<file path="src/hw/bitmanip_pkg.sv">
/* Shared width constants, operand type and the unit, opcode and
   count-state enums for the bit-manipulation coprocessor */
`default_nettype none

package bitmanip_pkg;

	localparam int XLEN    = 32;                 // Data width
	localparam int SHAMT_W = 5;                  // Shift amount bits

	typedef logic [XLEN-1:0] word_t;

	// Functional unit that receives a decoded instruction
	typedef enum logic [1:0] {
		UNIT_NONE,
		UNIT_LOGIC,
		UNIT_SHIFT,
		UNIT_COUNT
	} unit_e;

	typedef enum logic [3:0] {
		OP_ANDN,
		OP_ORN,
		OP_XNOR,
		OP_MIN,
		OP_MAX,
		OP_MINU,
		OP_MAXU,
		OP_PACK,
		OP_SLL,                                  // Also SLLI
		OP_SRL,                                  // Also SRLI
		OP_SRA,                                  // Also SRAI
		OP_ROL,
		OP_ROR,                                  // Also RORI
		OP_CLZ,
		OP_CTZ,
		OP_PCNT
	} op_e;

	typedef enum logic [1:0] {
		CNT_IDLE,
		CNT_RUN,
		CNT_DONE
	} count_state_e;

endpackage

`default_nettype wire

</file>
<file path="src/hw/unit_if.sv">
/* Request and result channel between the issue stage, one functional
   unit and the result stage */
`timescale 1ns/1ps
`default_nettype none

interface unit_if
	import bitmanip_pkg::*;
();

	logic  req_valid;                            // Held until req_done
	op_e   op;
	word_t rs1;
	word_t rs2;
	logic  req_done;                             // Unit has taken the request
	logic  res_valid;
	word_t result;
	logic  res_ready;

	modport issue (output req_valid, op, rs1, rs2, input req_done);
	modport unit (input req_valid, op, rs1, rs2, res_ready,
		output req_done, res_valid, result);
	modport collect (input res_valid, result, output res_ready);

endinterface

`default_nettype wire

</file>
<file path="src/hw/insn_decoder.sv">
/* Instruction decoder: maps an RV32 instruction word to a functional
   unit, an opcode and the immediate operand select */
`timescale 1ns/1ps
`default_nettype none

module insn_decoder
	import bitmanip_pkg::*;
(
	input  logic [31:0] insn,
	output unit_e       unit,
	output op_e         op,
	output logic        use_imm,
	output logic        decoded
);

	logic hit;

	always_comb begin
		op = OP_ANDN;
		hit = 1'b1;
		casez (insn)
			// R-type, funct7 / rs2 / rs1 / funct3 / rd / opcode
			32'b0100000_?????_?????_111_?????_0110011: op = OP_ANDN;
			32'b0100000_?????_?????_110_?????_0110011: op = OP_ORN;
			32'b0100000_?????_?????_100_?????_0110011: op = OP_XNOR;
			32'b0000101_?????_?????_100_?????_0110011: op = OP_MIN;
			32'b0000101_?????_?????_101_?????_0110011: op = OP_MAX;
			32'b0000101_?????_?????_110_?????_0110011: op = OP_MINU;
			32'b0000101_?????_?????_111_?????_0110011: op = OP_MAXU;
			32'b0000100_?????_?????_100_?????_0110011: op = OP_PACK;
			32'b0000000_?????_?????_001_?????_0110011: op = OP_SLL;
			32'b0000000_?????_?????_101_?????_0110011: op = OP_SRL;
			32'b0100000_?????_?????_101_?????_0110011: op = OP_SRA;
			32'b0110000_?????_?????_001_?????_0110011: op = OP_ROL;
			32'b0110000_?????_?????_101_?????_0110011: op = OP_ROR;
			// I-type, shift amount in bits 24:20
			32'b0000000_?????_?????_001_?????_0010011: op = OP_SLL;
			32'b0000000_?????_?????_101_?????_0010011: op = OP_SRL;
			32'b0100000_?????_?????_101_?????_0010011: op = OP_SRA;
			32'b0110000_?????_?????_101_?????_0010011: op = OP_ROR;
			// Bit counts, selector in bits 24:20
			32'b0110000_00000_?????_001_?????_0010011: op = OP_CLZ;
			32'b0110000_00001_?????_001_?????_0010011: op = OP_CTZ;
			32'b0110000_00010_?????_001_?????_0010011: op = OP_PCNT;
			default: hit = 1'b0;
		endcase
	end

	always_comb begin
		unit = UNIT_NONE;
		if (hit) begin
			case (op)
				OP_ANDN, OP_ORN, OP_XNOR, OP_MIN, OP_MAX, OP_MINU, OP_MAXU, OP_PACK:
					unit = UNIT_LOGIC;
				OP_CLZ, OP_CTZ, OP_PCNT:
					unit = UNIT_COUNT;
				default:
					unit = UNIT_SHIFT;
			endcase
		end
	end

	// Immediate shifts take their amount from the instruction
	assign use_imm = (unit == UNIT_SHIFT) && (insn[6:0] == 7'b0010011);
	assign decoded = hit;

endmodule

`default_nettype wire

</file>
<file path="src/hw/issue_stage.sv">
/* Issue stage: input handshake, operand register, busy flag and
   request dispatch to the logic, shift and count units */
`timescale 1ns/1ps
`default_nettype none

module issue_stage
	import bitmanip_pkg::*;
(
	input  logic        clock,
	input  logic        reset,
	input  logic        din_valid,
	input  word_t       din_rs1,
	input  word_t       din_rs2,
	input  logic [31:0] din_insn,
	output logic        din_ready,
	output logic        din_decoded,
	unit_if.issue       logic_req,
	unit_if.issue       shift_req,
	unit_if.issue       count_req,
	input  logic        done_any
);

	unit_e unit;
	op_e   op;
	logic  use_imm;
	logic  accept;
	logic  busy;
	logic  logic_pend, shift_pend, count_pend;
	op_e   op_q;
	word_t rs1_q, rs2_q;

	insn_decoder u_decoder (
		.insn    (din_insn),
		.unit    (unit),
		.op      (op),
		.use_imm (use_imm),
		.decoded (din_decoded)
	);

	assign din_ready = !reset && !busy && din_decoded;
	assign accept = din_valid && din_ready;

	always_ff @(posedge clock) begin
		if (reset) begin
			busy <= 1'b0;
			logic_pend <= 1'b0;
			shift_pend <= 1'b0;
			count_pend <= 1'b0;
		end else begin
			if (logic_req.req_done)
				logic_pend <= 1'b0;
			if (shift_req.req_done)
				shift_pend <= 1'b0;
			if (count_req.req_done)
				count_pend <= 1'b0;
			if (accept) begin
				logic_pend <= (unit == UNIT_LOGIC);
				shift_pend <= (unit == UNIT_SHIFT);
				count_pend <= (unit == UNIT_COUNT);
				busy <= 1'b1;
			end else if (done_any) begin
				busy <= 1'b0;                    // Result captured downstream
			end
		end
	end

	always_ff @(posedge clock) begin
		if (accept) begin
			op_q <= op;
			rs1_q <= din_rs1;
			if (use_imm)
				rs2_q <= {{(XLEN-SHAMT_W){1'b0}}, din_insn[20 +: SHAMT_W]};
			else
				rs2_q <= din_rs2;
		end
	end

	// Operands go to every unit; only one sees req_valid
	assign logic_req.req_valid = logic_pend;
	assign logic_req.op = op_q;
	assign logic_req.rs1 = rs1_q;
	assign logic_req.rs2 = rs2_q;

	assign shift_req.req_valid = shift_pend;
	assign shift_req.op = op_q;
	assign shift_req.rs1 = rs1_q;
	assign shift_req.rs2 = rs2_q;

	assign count_req.req_valid = count_pend;
	assign count_req.op = op_q;
	assign count_req.rs1 = rs1_q;
	assign count_req.rs2 = rs2_q;

endmodule

`default_nettype wire

</file>
<file path="src/hw/logic_unit.sv">
/* Single-cycle logic unit: inverted logic ops, signed and unsigned
   min/max, and halfword pack */
`timescale 1ns/1ps
`default_nettype none

module logic_unit
	import bitmanip_pkg::*;
(
	unit_if.unit req
);

	logic  lt_s, lt_u;
	word_t res;

	assign lt_s = $signed(req.rs1) < $signed(req.rs2);
	assign lt_u = req.rs1 < req.rs2;

	always_comb begin
		case (req.op)
			OP_ANDN: res = req.rs1 & ~req.rs2;
			OP_ORN:  res = req.rs1 | ~req.rs2;
			OP_XNOR: res = ~(req.rs1 ^ req.rs2);
			OP_MIN:  res = lt_s ? req.rs1 : req.rs2;
			OP_MAX:  res = lt_s ? req.rs2 : req.rs1;
			OP_MINU: res = lt_u ? req.rs1 : req.rs2;
			OP_MAXU: res = lt_u ? req.rs2 : req.rs1;
			OP_PACK: res = {req.rs2[XLEN/2-1:0], req.rs1[XLEN/2-1:0]};
			default: res = '0;
		endcase
	end

	// Result is ready in the request cycle; operands stay held until taken
	assign req.result = res;
	assign req.res_valid = req.req_valid;
	assign req.req_done = req.req_valid && req.res_ready;

endmodule

`default_nettype wire

</file>
<file path="src/hw/shift_unit.sv">
/* Single-cycle shift unit: logical and arithmetic shifts and
   rotates by the low bits of rs2 */
`timescale 1ns/1ps
`default_nettype none

module shift_unit
	import bitmanip_pkg::*;
(
	unit_if.unit req
);

	logic [SHAMT_W-1:0] shamt;
	logic [2*XLEN-1:0]  rol_w, ror_w;
	word_t              res;

	assign shamt = req.rs2[SHAMT_W-1:0];

	// Rotate through a doubled word
	assign rol_w = {req.rs1, req.rs1} << shamt;
	assign ror_w = {req.rs1, req.rs1} >> shamt;

	always_comb begin
		case (req.op)
			OP_SLL:  res = req.rs1 << shamt;
			OP_SRL:  res = req.rs1 >> shamt;
			OP_SRA:  res = $signed(req.rs1) >>> shamt;   // Sign fill
			OP_ROL:  res = rol_w[2*XLEN-1:XLEN];
			OP_ROR:  res = ror_w[XLEN-1:0];
			default: res = '0;
		endcase
	end

	assign req.result = res;
	assign req.res_valid = req.req_valid;
	assign req.req_done = req.req_valid && req.res_ready;

endmodule

`default_nettype wire

</file>
<file path="src/hw/count_unit.sv">
/* Iterative bit-count unit: CLZ, CTZ and PCNT, one bit per cycle */
`timescale 1ns/1ps
`default_nettype none

module count_unit
	import bitmanip_pkg::*;
(
	input  logic clock,
	input  logic reset,
	unit_if.unit req
);

	count_state_e       state;
	op_e                op_q;
	word_t              sreg;                    // Bits still to scan
	logic [SHAMT_W-1:0] idx;                     // Bits examined so far
	logic [SHAMT_W:0]   cnt;                     // Up to 32
	logic               scan_bit, is_pcnt, stop;

	assign is_pcnt = (op_q == OP_PCNT);
	assign scan_bit = (op_q == OP_CLZ) ? sreg[XLEN-1] : sreg[0];

	// CLZ/CTZ end at the first one bit, all ops end after the last bit
	assign stop = (idx == SHAMT_W'(XLEN-1)) || (scan_bit && !is_pcnt);

	assign req.req_done = (state == CNT_IDLE) && req.req_valid;
	assign req.res_valid = (state == CNT_DONE);
	assign req.result = {{(XLEN-SHAMT_W-1){1'b0}}, cnt};

	always_ff @(posedge clock) begin
		if (reset) begin
			state <= CNT_IDLE;
		end else begin
			case (state)
				CNT_IDLE: if (req.req_valid) state <= CNT_RUN;
				CNT_RUN:  if (stop) state <= CNT_DONE;
				CNT_DONE: if (req.res_ready) state <= CNT_IDLE;
				default:  state <= CNT_IDLE;
			endcase
		end
	end

	always_ff @(posedge clock) begin
		if (req.req_done) begin
			sreg <= req.rs1;
			op_q <= req.op;
			idx <= '0;
			cnt <= '0;
		end else if (state == CNT_RUN) begin
			if (op_q == OP_CLZ)
				sreg <= sreg << 1;               // Scan from the MSB
			else
				sreg <= sreg >> 1;
			idx <= idx + 1'b1;
			// Zeros count for CLZ/CTZ, ones for PCNT
			if (scan_bit == is_pcnt)
				cnt <= cnt + 1'b1;
		end
	end

endmodule

`default_nettype wire

</file>
<file path="src/hw/result_stage.sv">
/* Result stage: selects the finishing unit and holds the output
   word under back-pressure */
`timescale 1ns/1ps
`default_nettype none

module result_stage
	import bitmanip_pkg::*;
(
	input  logic    clock,
	input  logic    reset,
	unit_if.collect logic_res,
	unit_if.collect shift_res,
	unit_if.collect count_res,
	output logic    dout_valid,
	input  logic    dout_ready,
	output word_t   dout_rd,
	output logic    done_any
);

	logic  out_ready, any_valid;
	word_t sel_rd;

	assign out_ready = !dout_valid || dout_ready;
	assign logic_res.res_ready = out_ready;
	assign shift_res.res_ready = out_ready;
	assign count_res.res_ready = out_ready;

	assign any_valid = logic_res.res_valid || shift_res.res_valid || count_res.res_valid;
	assign done_any = out_ready && any_valid;    // Capture this edge

	// At most one unit holds a result at a time
	always_comb begin
		sel_rd = count_res.result;
		if (logic_res.res_valid)
			sel_rd = logic_res.result;
		else if (shift_res.res_valid)
			sel_rd = shift_res.result;
	end

	always_ff @(posedge clock) begin
		if (reset)
			dout_valid <= 1'b0;
		else if (out_ready)
			dout_valid <= any_valid;
	end

	always_ff @(posedge clock) begin
		if (done_any)
			dout_rd <= sel_rd;
	end

endmodule

`default_nettype wire

</file>
<file path="src/hw/bitmanip_top.sv">
/* Coprocessor top level: issue stage, three functional units and
   the result stage joined by unit channels */
`timescale 1ns/1ps
`default_nettype none

module bitmanip_top (
	input  logic        clock,
	input  logic        reset,
	input  logic        din_valid,
	output logic        din_ready,
	output logic        din_decoded,
	input  logic [31:0] din_rs1,
	input  logic [31:0] din_rs2,
	input  logic [31:0] din_insn,
	output logic        dout_valid,
	input  logic        dout_ready,
	output logic [31:0] dout_rd
);

	logic done_any;                              // Result stage capture

	unit_if logic_if ();
	unit_if shift_if ();
	unit_if count_if ();

	issue_stage u_issue (
		.clock       (clock),
		.reset       (reset),
		.din_valid   (din_valid),
		.din_rs1     (din_rs1),
		.din_rs2     (din_rs2),
		.din_insn    (din_insn),
		.din_ready   (din_ready),
		.din_decoded (din_decoded),
		.logic_req   (logic_if.issue),
		.shift_req   (shift_if.issue),
		.count_req   (count_if.issue),
		.done_any    (done_any)
	);

	logic_unit u_logic (
		.req (logic_if.unit)
	);

	shift_unit u_shift (
		.req (shift_if.unit)
	);

	count_unit u_count (
		.clock (clock),
		.reset (reset),
		.req   (count_if.unit)
	);

	result_stage u_result (
		.clock      (clock),
		.reset      (reset),
		.logic_res  (logic_if.collect),
		.shift_res  (shift_if.collect),
		.count_res  (count_if.collect),
		.dout_valid (dout_valid),
		.dout_ready (dout_ready),
		.dout_rd    (dout_rd),
		.done_any   (done_any)
	);

endmodule

`default_nettype wire

</file>
<file path="config.mk">
export PLATFORM = sky130hd
export DESIGN_NAME = bitmanip_top
export DESIGN_NICKNAME = d
export VERILOG_FILES = /design/src/hw/bitmanip_pkg.sv /design/src/hw/unit_if.sv /design/src/hw/insn_decoder.sv /design/src/hw/issue_stage.sv /design/src/hw/logic_unit.sv /design/src/hw/shift_unit.sv /design/src/hw/count_unit.sv /design/src/hw/result_stage.sv /design/src/hw/bitmanip_top.sv
export SDC_FILE = /design/constraint.sdc
export NUM_CORES = 1
export LEC_CHECK = 0
export BUFFER_PORTS_ARGS = -buffer_cell sky130_fd_sc_hd__buf_2
export CAP_MARGIN = 20
export CORE_UTILIZATION = 45
export DETAILED_ROUTE_END_ITERATION = 8
export PLACE_DENSITY = 0.69
export SETUP_SLACK_MARGIN = 0.1
export SLEW_MARGIN = 10
export SYNTH_ARGS = -nofsm -noshare
export SYNTH_HDL_FRONTEND = slang
export SYNTH_HIERARCHICAL = 1
export SYNTH_SLANG_ARGS = --single-unit
export TNS_END_PERCENT = 100
</file>
<file path="constraint.sdc">
create_clock -name clock -period 3.7 [get_ports clock]
set_clock_uncertainty 0.05 [all_clocks]
set_input_delay 0.74 -clock clock [delete_from_list [all_inputs] [get_ports clock]]
set_output_delay 0.74 -clock clock [all_outputs]
set_load 0.02 [all_outputs]
</file>
# Word level (Yosys, flattened, before mapping)
# Memory sizes are Yosys's and may differ from the RTL's.
# Index checks and enable logic that the tools add are counted.
word_totals:
  elab_cells: 134
  memories: 1
  reg_bits: 154
  mem_bits_ro: 32
memory_table:
  columns: ["name", "depth", "width", "rd", "rd_ports_with_merged_regs", "wr", "line", "source"]
  rows:
  - ["(no name shown)", 16, 2, 1, 0, 0, "insn_decoder.sv:52", "case (op)"]
classes:
  shifts: 5
  n_lt_le_gt_ge: 2
  bitwise: 5
  n_mux: 28
  n_reduce_logical: 31
  n_eq_ne: 45
  addsub: 2
op_table:
  columns: ["operator", "count"]
  rows:
  - ["$mux 32", 9]
  - ["$pmux 32 s8", 1]
  - ["$pmux 32 s5", 1]
  - ["$eq 17x16->1 const B", 8]
  - ["$eq 17x13->1 const B", 5]
  - ["$eq 22x21->1 const B", 3]
  - ["$lt 32x32->1", 2]
  - ["$not 32->32", 2]
  - ["$shl 64x5->64", 1]
  - ["$shr 64x5->32", 1]
  - ["$pmux 4 s15", 1]
  - ["$eq 17x10->1 const B", 2]
  - ["$eq 17x8->1 const B", 2]
  - ["$and 32x32->32", 1]
  - ["$or 32x32->32", 1]
  - ["$shl 32x5->32", 1]
  - ["$shr 32x5->32", 1]
  - ["$sshr 32x5->32", 1]
  - ["$xor 32x32->32", 1]
  - ["$eq 4x4->1 const B", 7]
  - ["$reduce_or 20->1", 1]
  - ["$eq 4x3->1 const B", 4]
  - ["$mux 1", 10]
  - ["$reduce_bool 2->1", 5]
  - ["other kinds (22)", 47]

# Longest topological paths before layout
# Gate-level depths: netlist of run 1.
# An unclocked memory read counts as a cell.
logic_depth:
  ltp_word: 8
  depth_mapped: 17
  mapped_depth_nobuf: 12

# Modules after synthesis
# Netlist of run 1, hierarchy kept.
by_module_without_submodules:
  columns: ["module", "area_per_inst_um2", "cells_per_inst", "n_inst"]
  rows:
  - ["shift_unit", 7385.8, 957, 1]
  - ["issue_stage", 3512.1, 257, 1]
  - ["logic_unit", 2877.8, 380, 1]
  - ["count_unit", 2597.5, 234, 1]
  - ["result_stage", 1740.4, 147, 1]
  - ["insn_decoder", 395.4, 62, 1]

# Worst setup path after synthesis of run 1
# No wires, ideal clock.
synth_timing:
  path_kind: "input to register"
  from: "input port din_insn[6]"
  to: "register u_issue.op_q[0] (netlist: u_issue/count_req.op[0]), enable pin"
  cell_stages: 7
  arrival_time_ps: 2919
  path_slack_ps: 338
  cell_sequence: "and4b_1 > nand2_1 > nor3b_2 > or3b_4 > nand4_1 > nand4bb_4 > inv_2"
synth_via:
  elab_chain_cells: 5
  elab_cells_between_ends: 24
  cone_classes: "eq/ne: 20; mux: 1; reduce/logical: 3"
synth_rtl:
  columns: ["element", "line", "source"]
  rows:
  - ["start: declaration", "bitmanip_top.sv:14", "input logic [31:0] din_insn,"]
  - ["$eq 22x21->1 (tied with other cells)", "insn_decoder.sv:21", "casez (insn)"]
  - ["$reduce_or 20->1 (no source line) (*)", null, null]
  - ["$mux 1 (*)", "insn_decoder.sv:21", null]
  - ["named net din_decoded", "bitmanip_top.sv:11", "output logic din_decoded,"]
  - ["$logic_and 1x1->1 (*)", "issue_stage.sv:40", "assign din_ready = !reset && !busy && din_decoded;"]
  - ["$logic_and 1x1->1 (*)", "issue_stage.sv:41", "assign accept = din_valid && din_ready;"]
  - ["named net u_issue.accept", "issue_stage.sv:26", "logic accept;"]
  - ["end signal: assignment", "issue_stage.sv:69", "op_q <= op;"]
  - ["end: declaration", "issue_stage.sv:29", "op_e op_q;"]
# Mark *: on every way through the listed nets, which the timed path passes. The rest lies on a longest branch.
# A chain may end at the register's enable or synchronous reset.

# Final worst setup path of run 1
layout_timing:
  from: "register u_issue.rs2_q[1] (netlist: u_issue/count_req.rs2[1])"
  to: "register u_result.dout_rd[13], data pin"
layout_via:
  elab_chain_cells: 4
  elab_cells_between_ends: 15
  cone_classes: "order compare: 2; shift: 5; mux: 8"
layout_rtl:
  columns: ["element", "line", "source"]
  rows:
  - ["start: declaration", "issue_stage.sv:30", "word_t rs1_q, rs2_q;"]
  - ["start signal: assignment", "issue_stage.sv:72", "rs2_q <= {{(XLEN-SHAMT_W){1'b0}}, din_insn[20 +: SHAMT_W]};"]
  - ["start signal: assignment", "issue_stage.sv:74", "rs2_q <= din_rs2;"]
  - ["$shr 64x5->32 (tied with other cells)", "shift_unit.sv:20", "assign ror_w = {req.rs1, req.rs1} >> shamt;"]
  - ["$pmux 32 s5 (*)", "shift_unit.sv:23", "case (req.op)"]
  - ["named net shift_if.result[13]", "unit_if.sv:16", "word_t result;"]
  - ["$mux 32 (*)", "result_stage.sv:36", "else if (shift_res.res_valid)"]
  - ["$mux 32 (*)", "result_stage.sv:34", "if (logic_res.res_valid)"]
  - ["named net u_result.sel_rd[13]", "result_stage.sv:21", "word_t sel_rd;"]
  - ["end signal: assignment", "result_stage.sv:49", "dout_rd <= sel_rd;"]
  - ["end: declaration", "result_stage.sv:16", "output word_t dout_rd,"]
# Marks and branches as above.

==> impl_metrics.tcl, run 1 <==
set metrics [dict create \
    antenna_found_initial 1 \
    die_h_um 204 \
    reg2reg_to "u_result/dout_rd[13]" \
    io_pins 135 \
    grt_overflow 0 \
    hold_violations 0 \
    nFillCells 3781 \
    timing.rr.start "u_issue/count_req.rs2[1]" \
    setup_violations 0 \
    vias 18000 \
    startpoint_type "flip-flop" \
    syn_area_per_cell_um2 9.11 \
    drv_cap 0 \
    critPathLaunch "u_issue/count_req.rs2[1]" \
    clkTransAtPathRegs_ns 0.07 \
    cts.sinks 154 \
    grt_max_degree 75 \
    core_area_um2 39900 \
    path_max_fanout 33 \
    hold_path.class "in2reg" \
    dr.pass1.iters 6 \
    syn_inst 2010 \
    p_per_area_nw_per_um2 174 \
    start_util 0.459 \
    via_per_inst 6.67 \
    drcViolationCount 0 \
    wl_mm 86.7 \
    cts.path.max_buffers 2 \
    grt_pass1_vias 17200 \
    slew-limit-headroom 0.431 \
    power_leakage_nw 8.81 \
    r2r_cells 11 \
    ctsHoldBuffers 0 \
    min_to "u_issue/count_req.rs1[22]" \
    hold-path-cell-count 1 \
    drtIter0Drc 2063 \
    cp.arrival_ns 3.71 \
    root_buffer "clkbuf_16" \
    grt_pass1_wl_mm 122 \
    clk_latency_ns 0.49 \
    h-tree-depth 4 \
    cts_tree "built" \
    critPathKind "reg2reg" \
    hpwlAfterDp_mm 64.4 \
    grt_usage 0.414 \
    worstHoldStart "din_rs1[22]" \
    ant_nets 0 \
    cp-end-kind "flip-flop" \
    num_rows 73 \
    dp_cells 2659 \
    drive_gt1_frac 0.306 \
    post-route-period-util 0.964 \
    vdd_drop_max_mv 0.347 \
    syn2layout_area_growth_pct 13.8 \
    status "finished clean" \
    synth_warnings 6 \
    multi_input_area_um2 11800 \
    reg2reg_slack_ns 0.13 \
    layout_min_cycle_time_ns 3.57 \
    final_cells 2699 \
    port_buffers 124 \
    required_ns 3.85 \
    rsz0062_at_grt "no" \
    avgRoutedWirePerCell_um 32.1 \
    hold_slack_ns 0.373 \
    cts_buffers 17 \
    fmax_ghz 0.280 \
    die-area_um2 41500 \
    tightest_slew_ns 0.846 \
    syn_area_um2 18300 \
    regArea_um2 4450 \
    gp_congestion 1.07 \
    slew_violations 0 \
    fin_nets 2329 \
    fp.dieW_um 204 \
]
## layout make-up
type,instances,share of cell area
multi-input cells,1484,0.566
flip-flops and latches,154,0.213
repair buffers,426,0.149
well taps,525,0.0315
clock buffers,17,0.0204
diodes,1,0.000120
clock inverters,15,0.00480
inverters,77,0.0139
## report_power, final
group	internal [mW]	leakage [nW]	total, mW	switching [mW]
Combinational	0.0620	7.18	0.128	0.0660
Clock	0.849	0.260	1.62	0.770
Sequential	1.88	1.37	1.88	0.00209
## critical path, cell delays in order, from the launching register on
cell and delay [ns]:
edfxtp_1 0.47, buf_6 0.20, buf_16 0.24, mux2_2 0.41, mux4_2 0.52, buf_4 0.18, nor3_1 0.32, a21oi_1 0.08
a32oi_1 0.21, o211ai_1 0.11, mux2i_1 0.28, o21ai_1 0.17
## layer usage
layer | routed length (µm) | GRT usage | part of all wire
met2 | 38700 | 0.643 | 0.45
met3 | 6910 | 0.0745 | 0.080
met5 | 0 | 0 | 0
met1 | 33200 | 0.506 | 0.38
met4 | 7920 | 0.327 | 0.091
## registers in the layout, indices dropped and copies added (netlist names)
name / count
u_count/state: 2
u_issue/shift_req.req_valid: 1
u_result/dout_rd: 32
u_issue/count_req.op: 4
u_result/dout_valid: 1
u_issue/logic_req.req_valid: 1
u_count/idx: 5
u_issue/busy: 1
u_count/op_q: 4
u_count/cnt: 6
u_issue/count_req.rs1: 32
u_count/sreg: 32
u_issue/count_req.req_valid: 1
u_issue/count_req.rs2: 32
## worst max path at each step
stage	end	slack [ns]	cells after the start
after floorplan	u_issue/count_req.op[0]	0.34	7
after global placement	u_result/dout_rd[30]	-0.12	14
after detailed placement	u_result/dout_rd[30]	-0.23	14
after CTS	u_result/dout_rd[3]	0.10	14
after global routing	u_result/dout_rd[24]	0.02	16
final	u_result/dout_rd[13]	0.13	11
## cell usage in the layout, fill, tap and decap left out, types with 14 or more instances in the layout
cell / n
o21ai_1: 34
mux2i_1: 197
nand2_1: 171
mux2_2: 86
a22o_1: 30
a21oi_1: 60
nor2b_1: 44
nand3_1: 46
o22ai_1: 54
conb_1: 26
buf_4: 285
nor3_1: 29
and2_1: 20
o211ai_1: 14
ha_1: 66
inv_1: 70
buf_2: 124
mux4_2: 55
a31oi_1: 22
edfxtp_1: 136
dfxtp_1: 16
a221o_1: 36
nor2_1: 100
a22oi_1: 16
nand2b_1: 22
clkbuf_16: 19
o21ai_0: 86
## stage by stage
stage	util	setup TNS [ns]	instance area [µm²]	power (mW)	worst slack (ns)
5_1_grt	0.522	0	20800	3.72	0.0203
4_1_cts	0.517	0	20600	3.66	0.103
2_1_floorplan	-	0	18400	1.99	0.338
3_3_place_gp	0.502	-1.26	20000	2.04	-0.122
6_report	0.522	0	20800	3.63	0.134
3_5_place_dp	0.502	-3.82	20000	2.04	-0.232
## what timing repair did
action	4_1_cts	5_1_grt
gates resized for setup	17	23
pin swaps	4	8
endpoints found under the setup margin	32	31
hold endpoints to repair	0	0
cloned	1	2
buffers inserted	1	2
Note: power is estimated with default switching activity, not from simulation.
==> run 2, diff against run 1 <==
--- a/config.mk
+++ b/config.mk
@@ -10,7 +10,8 @@
 export CORE_UTILIZATION = 45
 export DETAILED_ROUTE_END_ITERATION = 8
 export PLACE_DENSITY = 0.69
-export SETUP_SLACK_MARGIN = 0.1
+export SETUP_SLACK_MARGIN = 0.2
+export SKIP_LAST_GASP = 1
 export SLEW_MARGIN = 10
 export SYNTH_ARGS = -nofsm -noshare
 export SYNTH_HDL_FRONTEND = slang
==> constraint.sdc (replaced) <==
create_clock -name clock -period 3.87 [get_ports clock]
set_clock_uncertainty 0.05 [all_clocks]
set_input_delay 0.774 -clock clock [delete_from_list [all_inputs] [get_ports clock]]
set_output_delay 0.774 -clock clock [all_outputs]
set_load 0.02 [all_outputs]
==> impl_metrics.tcl, run 2 (synthesis gave the netlist of run 1 again) <==
set metrics [dict create \
    n_antenna_cell 0 \
    status "finished clean" \
    vdd_drop_max_mv 0.431 \
    cts.sinks 154 \
    slew-limit-headroom 0.351 \
    hold_path.class "reg2reg" \
    cts.path.max_buffers 2 \
    critPathMaxStageDelay_ns 0.38 \
    grt_max_degree 73 \
    crit_chain "inv_1, ha_1, and4_4, nand2_1, a2111oi_1, and4b_2, o21ba_4, and3_1, a22o_1, a221o_1, nand2_1, o21ai_1" \
    busiest_layer "met2" \
    clk_latency_ns 0.44 \
    swShare 0.207 \
    cts_tree "built" \
    ctsHoldBuffers 0 \
    layout_min_cycle_time_ns 3.60 \
    power_mw 3.45 \
    critPathKind "reg2reg" \
    clkTransAtPathRegs_ns 0.06 \
    power_leakage_nw 8.34 \
    hold_violations 0 \
    power_switching_mw 0.715 \
    grt_util_met3 0.0615 \
    fin_nets 2233 \
    start_util 0.459 \
    fmax_ghz 0.278 \
    drtIter0Drc 2415 \
    num_rows 73 \
    avgRoutedWirePerCell_um 31.2 \
    required_ns 3.94 \
    syn2layout_area_growth_pct 9.45 \
    reg2reg_slack_ns 0.27 \
    final_cell_mix "198 x mux2i_1, 187 x buf_4, 176 x nand2_1" \
    p_clk_frac 0.444 \
    startpoint_type "flip-flop" \
    root_buffer "clkbuf_16" \
    h-tree-depth 4 \
    globalRouteMet1Util 0.481 \
    fin_area_um2 20000 \
    wl_mm 81.2 \
    hold-path-cell-count 2 \
    ant_nets 0 \
    fin_tns_setup_ns 0 \
    gp_congestion 1.10 \
    nFillCells 3732 \
    cts_buffers 17 \
    cp.arrival_ns 3.67 \
    cp-end-kind "flip-flop" \
    port_buffers 124 \
    core_area_um2 39900 \
    grt_overflow 0 \
    drive_gt1_frac 0.265 \
    reg2reg_to "u_result/dout_rd[8]" \
    post-route-period-util 0.931 \
    timing.rr.start "u_issue/count_req.rs1[15]" \
    place_ws_ns 0.130 \
    tightest_slew_ns 0.972 \
    drv_cap 0 \
    worstHoldStart "u_issue/busy" \
    fp.dieW_um 204 \
    hold_slack_ns 0.449 \
    r2r_cells 12 \
    grt_pass1_wl_mm 115 \
    die-area_um2 41500 \
    slew_violations 0 \
    hpwlAfterDp_mm 59.5 \
    final_util 0.502 \
    p_per_area_nw_per_um2 172 \
    intPower_mw 2.73 \
    dp_cells 2563 \
    min_to "u_issue/busy" \
    via_per_inst 6.75 \
    setup_violations 0 \
    layout_commonest_cell "mux2i_1" \
    met2_usage 0.589 \
    combPwrFrac 0.034 \
    worst-path-buf-inv 1 \
    postPlaceCellArea_um2 19300 \
    dr.pass1.iters 6 \
    grt_pass1_vias 16700 \
    path_common_cell "nand2_1" \
    io_pins 135 \
    drcViolationCount 0 \
    pwr-share-seq 0.523 \
    die_h_um 204 \
    path_delay_family "compound AO/OA/AOI/OAI gates" \
    final_cells 2600 \
    vias 17600 \
    path_max_fanout 11 \
    antenna_found_initial 0 \
    slowest_stage "edfxtp_1" \
    rsz0062_at_grt "no" \
    grt_usage 0.385 \
    setup_slack_ns 0.268 \
]
run 2: power groups by stage:
| stage | clock, mW | combinational (mW) | sequential [mW] |
|---|---|---|---|
| after floorplan | 0 | 0.0620 | 1.84 |
| after global placement | 0 | 0.111 | 1.84 |
| after detailed placement | 0 | 0.114 | 1.84 |
| after CTS | 1.55 | 0.115 | 1.80 |
| after global routing | 1.62 | 0.127 | 1.80 |
| final | 1.53 | 0.117 | 1.80 |
run 2: metal layers:
layer | vias to the layer above | wire (µm)
met5 | - | 0
met4 | 0 | 7490
met3 | 291 | 7770
met2 | 1260 | 35600
met1 | 8481 | 30300
li1 | 7530 | -
run 2: area by class of cell:
class | count | area [µm²] | share of cell area
clock buffer | 19 | 433 | 0.0216
clock inverter | 11 | 98.8 | 0.00493
inverter | 77 | 289 | 0.0144
multi-input combinational | 1484 | 11700 | 0.585
sequential | 154 | 4450 | 0.222
tap | 525 | 657 | 0.0328
timing repair buffer | 330 | 2390 | 0.119
run 2: worst register-to-register path, cell delays in order, from the launching register on:
cell,delay [ns]
edfxtp_1,0.38
inv_1,0.12
ha_1,0.35
and4_4,0.24
nand2_1,0.05
a2111oi_1,0.35
and4b_2,0.31
o21ba_4,0.25
and3_1,0.34
a22o_1,0.29
a221o_1,0.26
nand2_1,0.10
o21ai_1,0.18
run 2: worst max-delay path by stage:
stage | endpoint | slack [ns] | from | cells past startpoint
global route | u_result/dout_rd[20] | 0.20 | u_issue/count_req.rs1[7] | 14
global placement | u_result/dout_rd[18] | 0.11 | u_issue/count_req.rs2[1] | 10
floorplan | u_issue/count_req.op[0] | 0.47 | din_insn[6] | 7
CTS | u_result/dout_rd[30] | 0.20 | u_issue/count_req.rs1[31] | 13
finish | u_result/dout_rd[8] | 0.27 | u_issue/count_req.rs1[15] | 12
detailed placement | u_result/dout_rd[30] | 0.13 | u_issue/count_req.rs1[17] | 13
run 2: what timing repair did:
action                                  4_1_cts  5_1_grt
resized for setup                             2       21
cloned                                        0        1
setup buffers                                 0        5
pin swaps                                     0        4
endpoints found under the setup margin       15       31
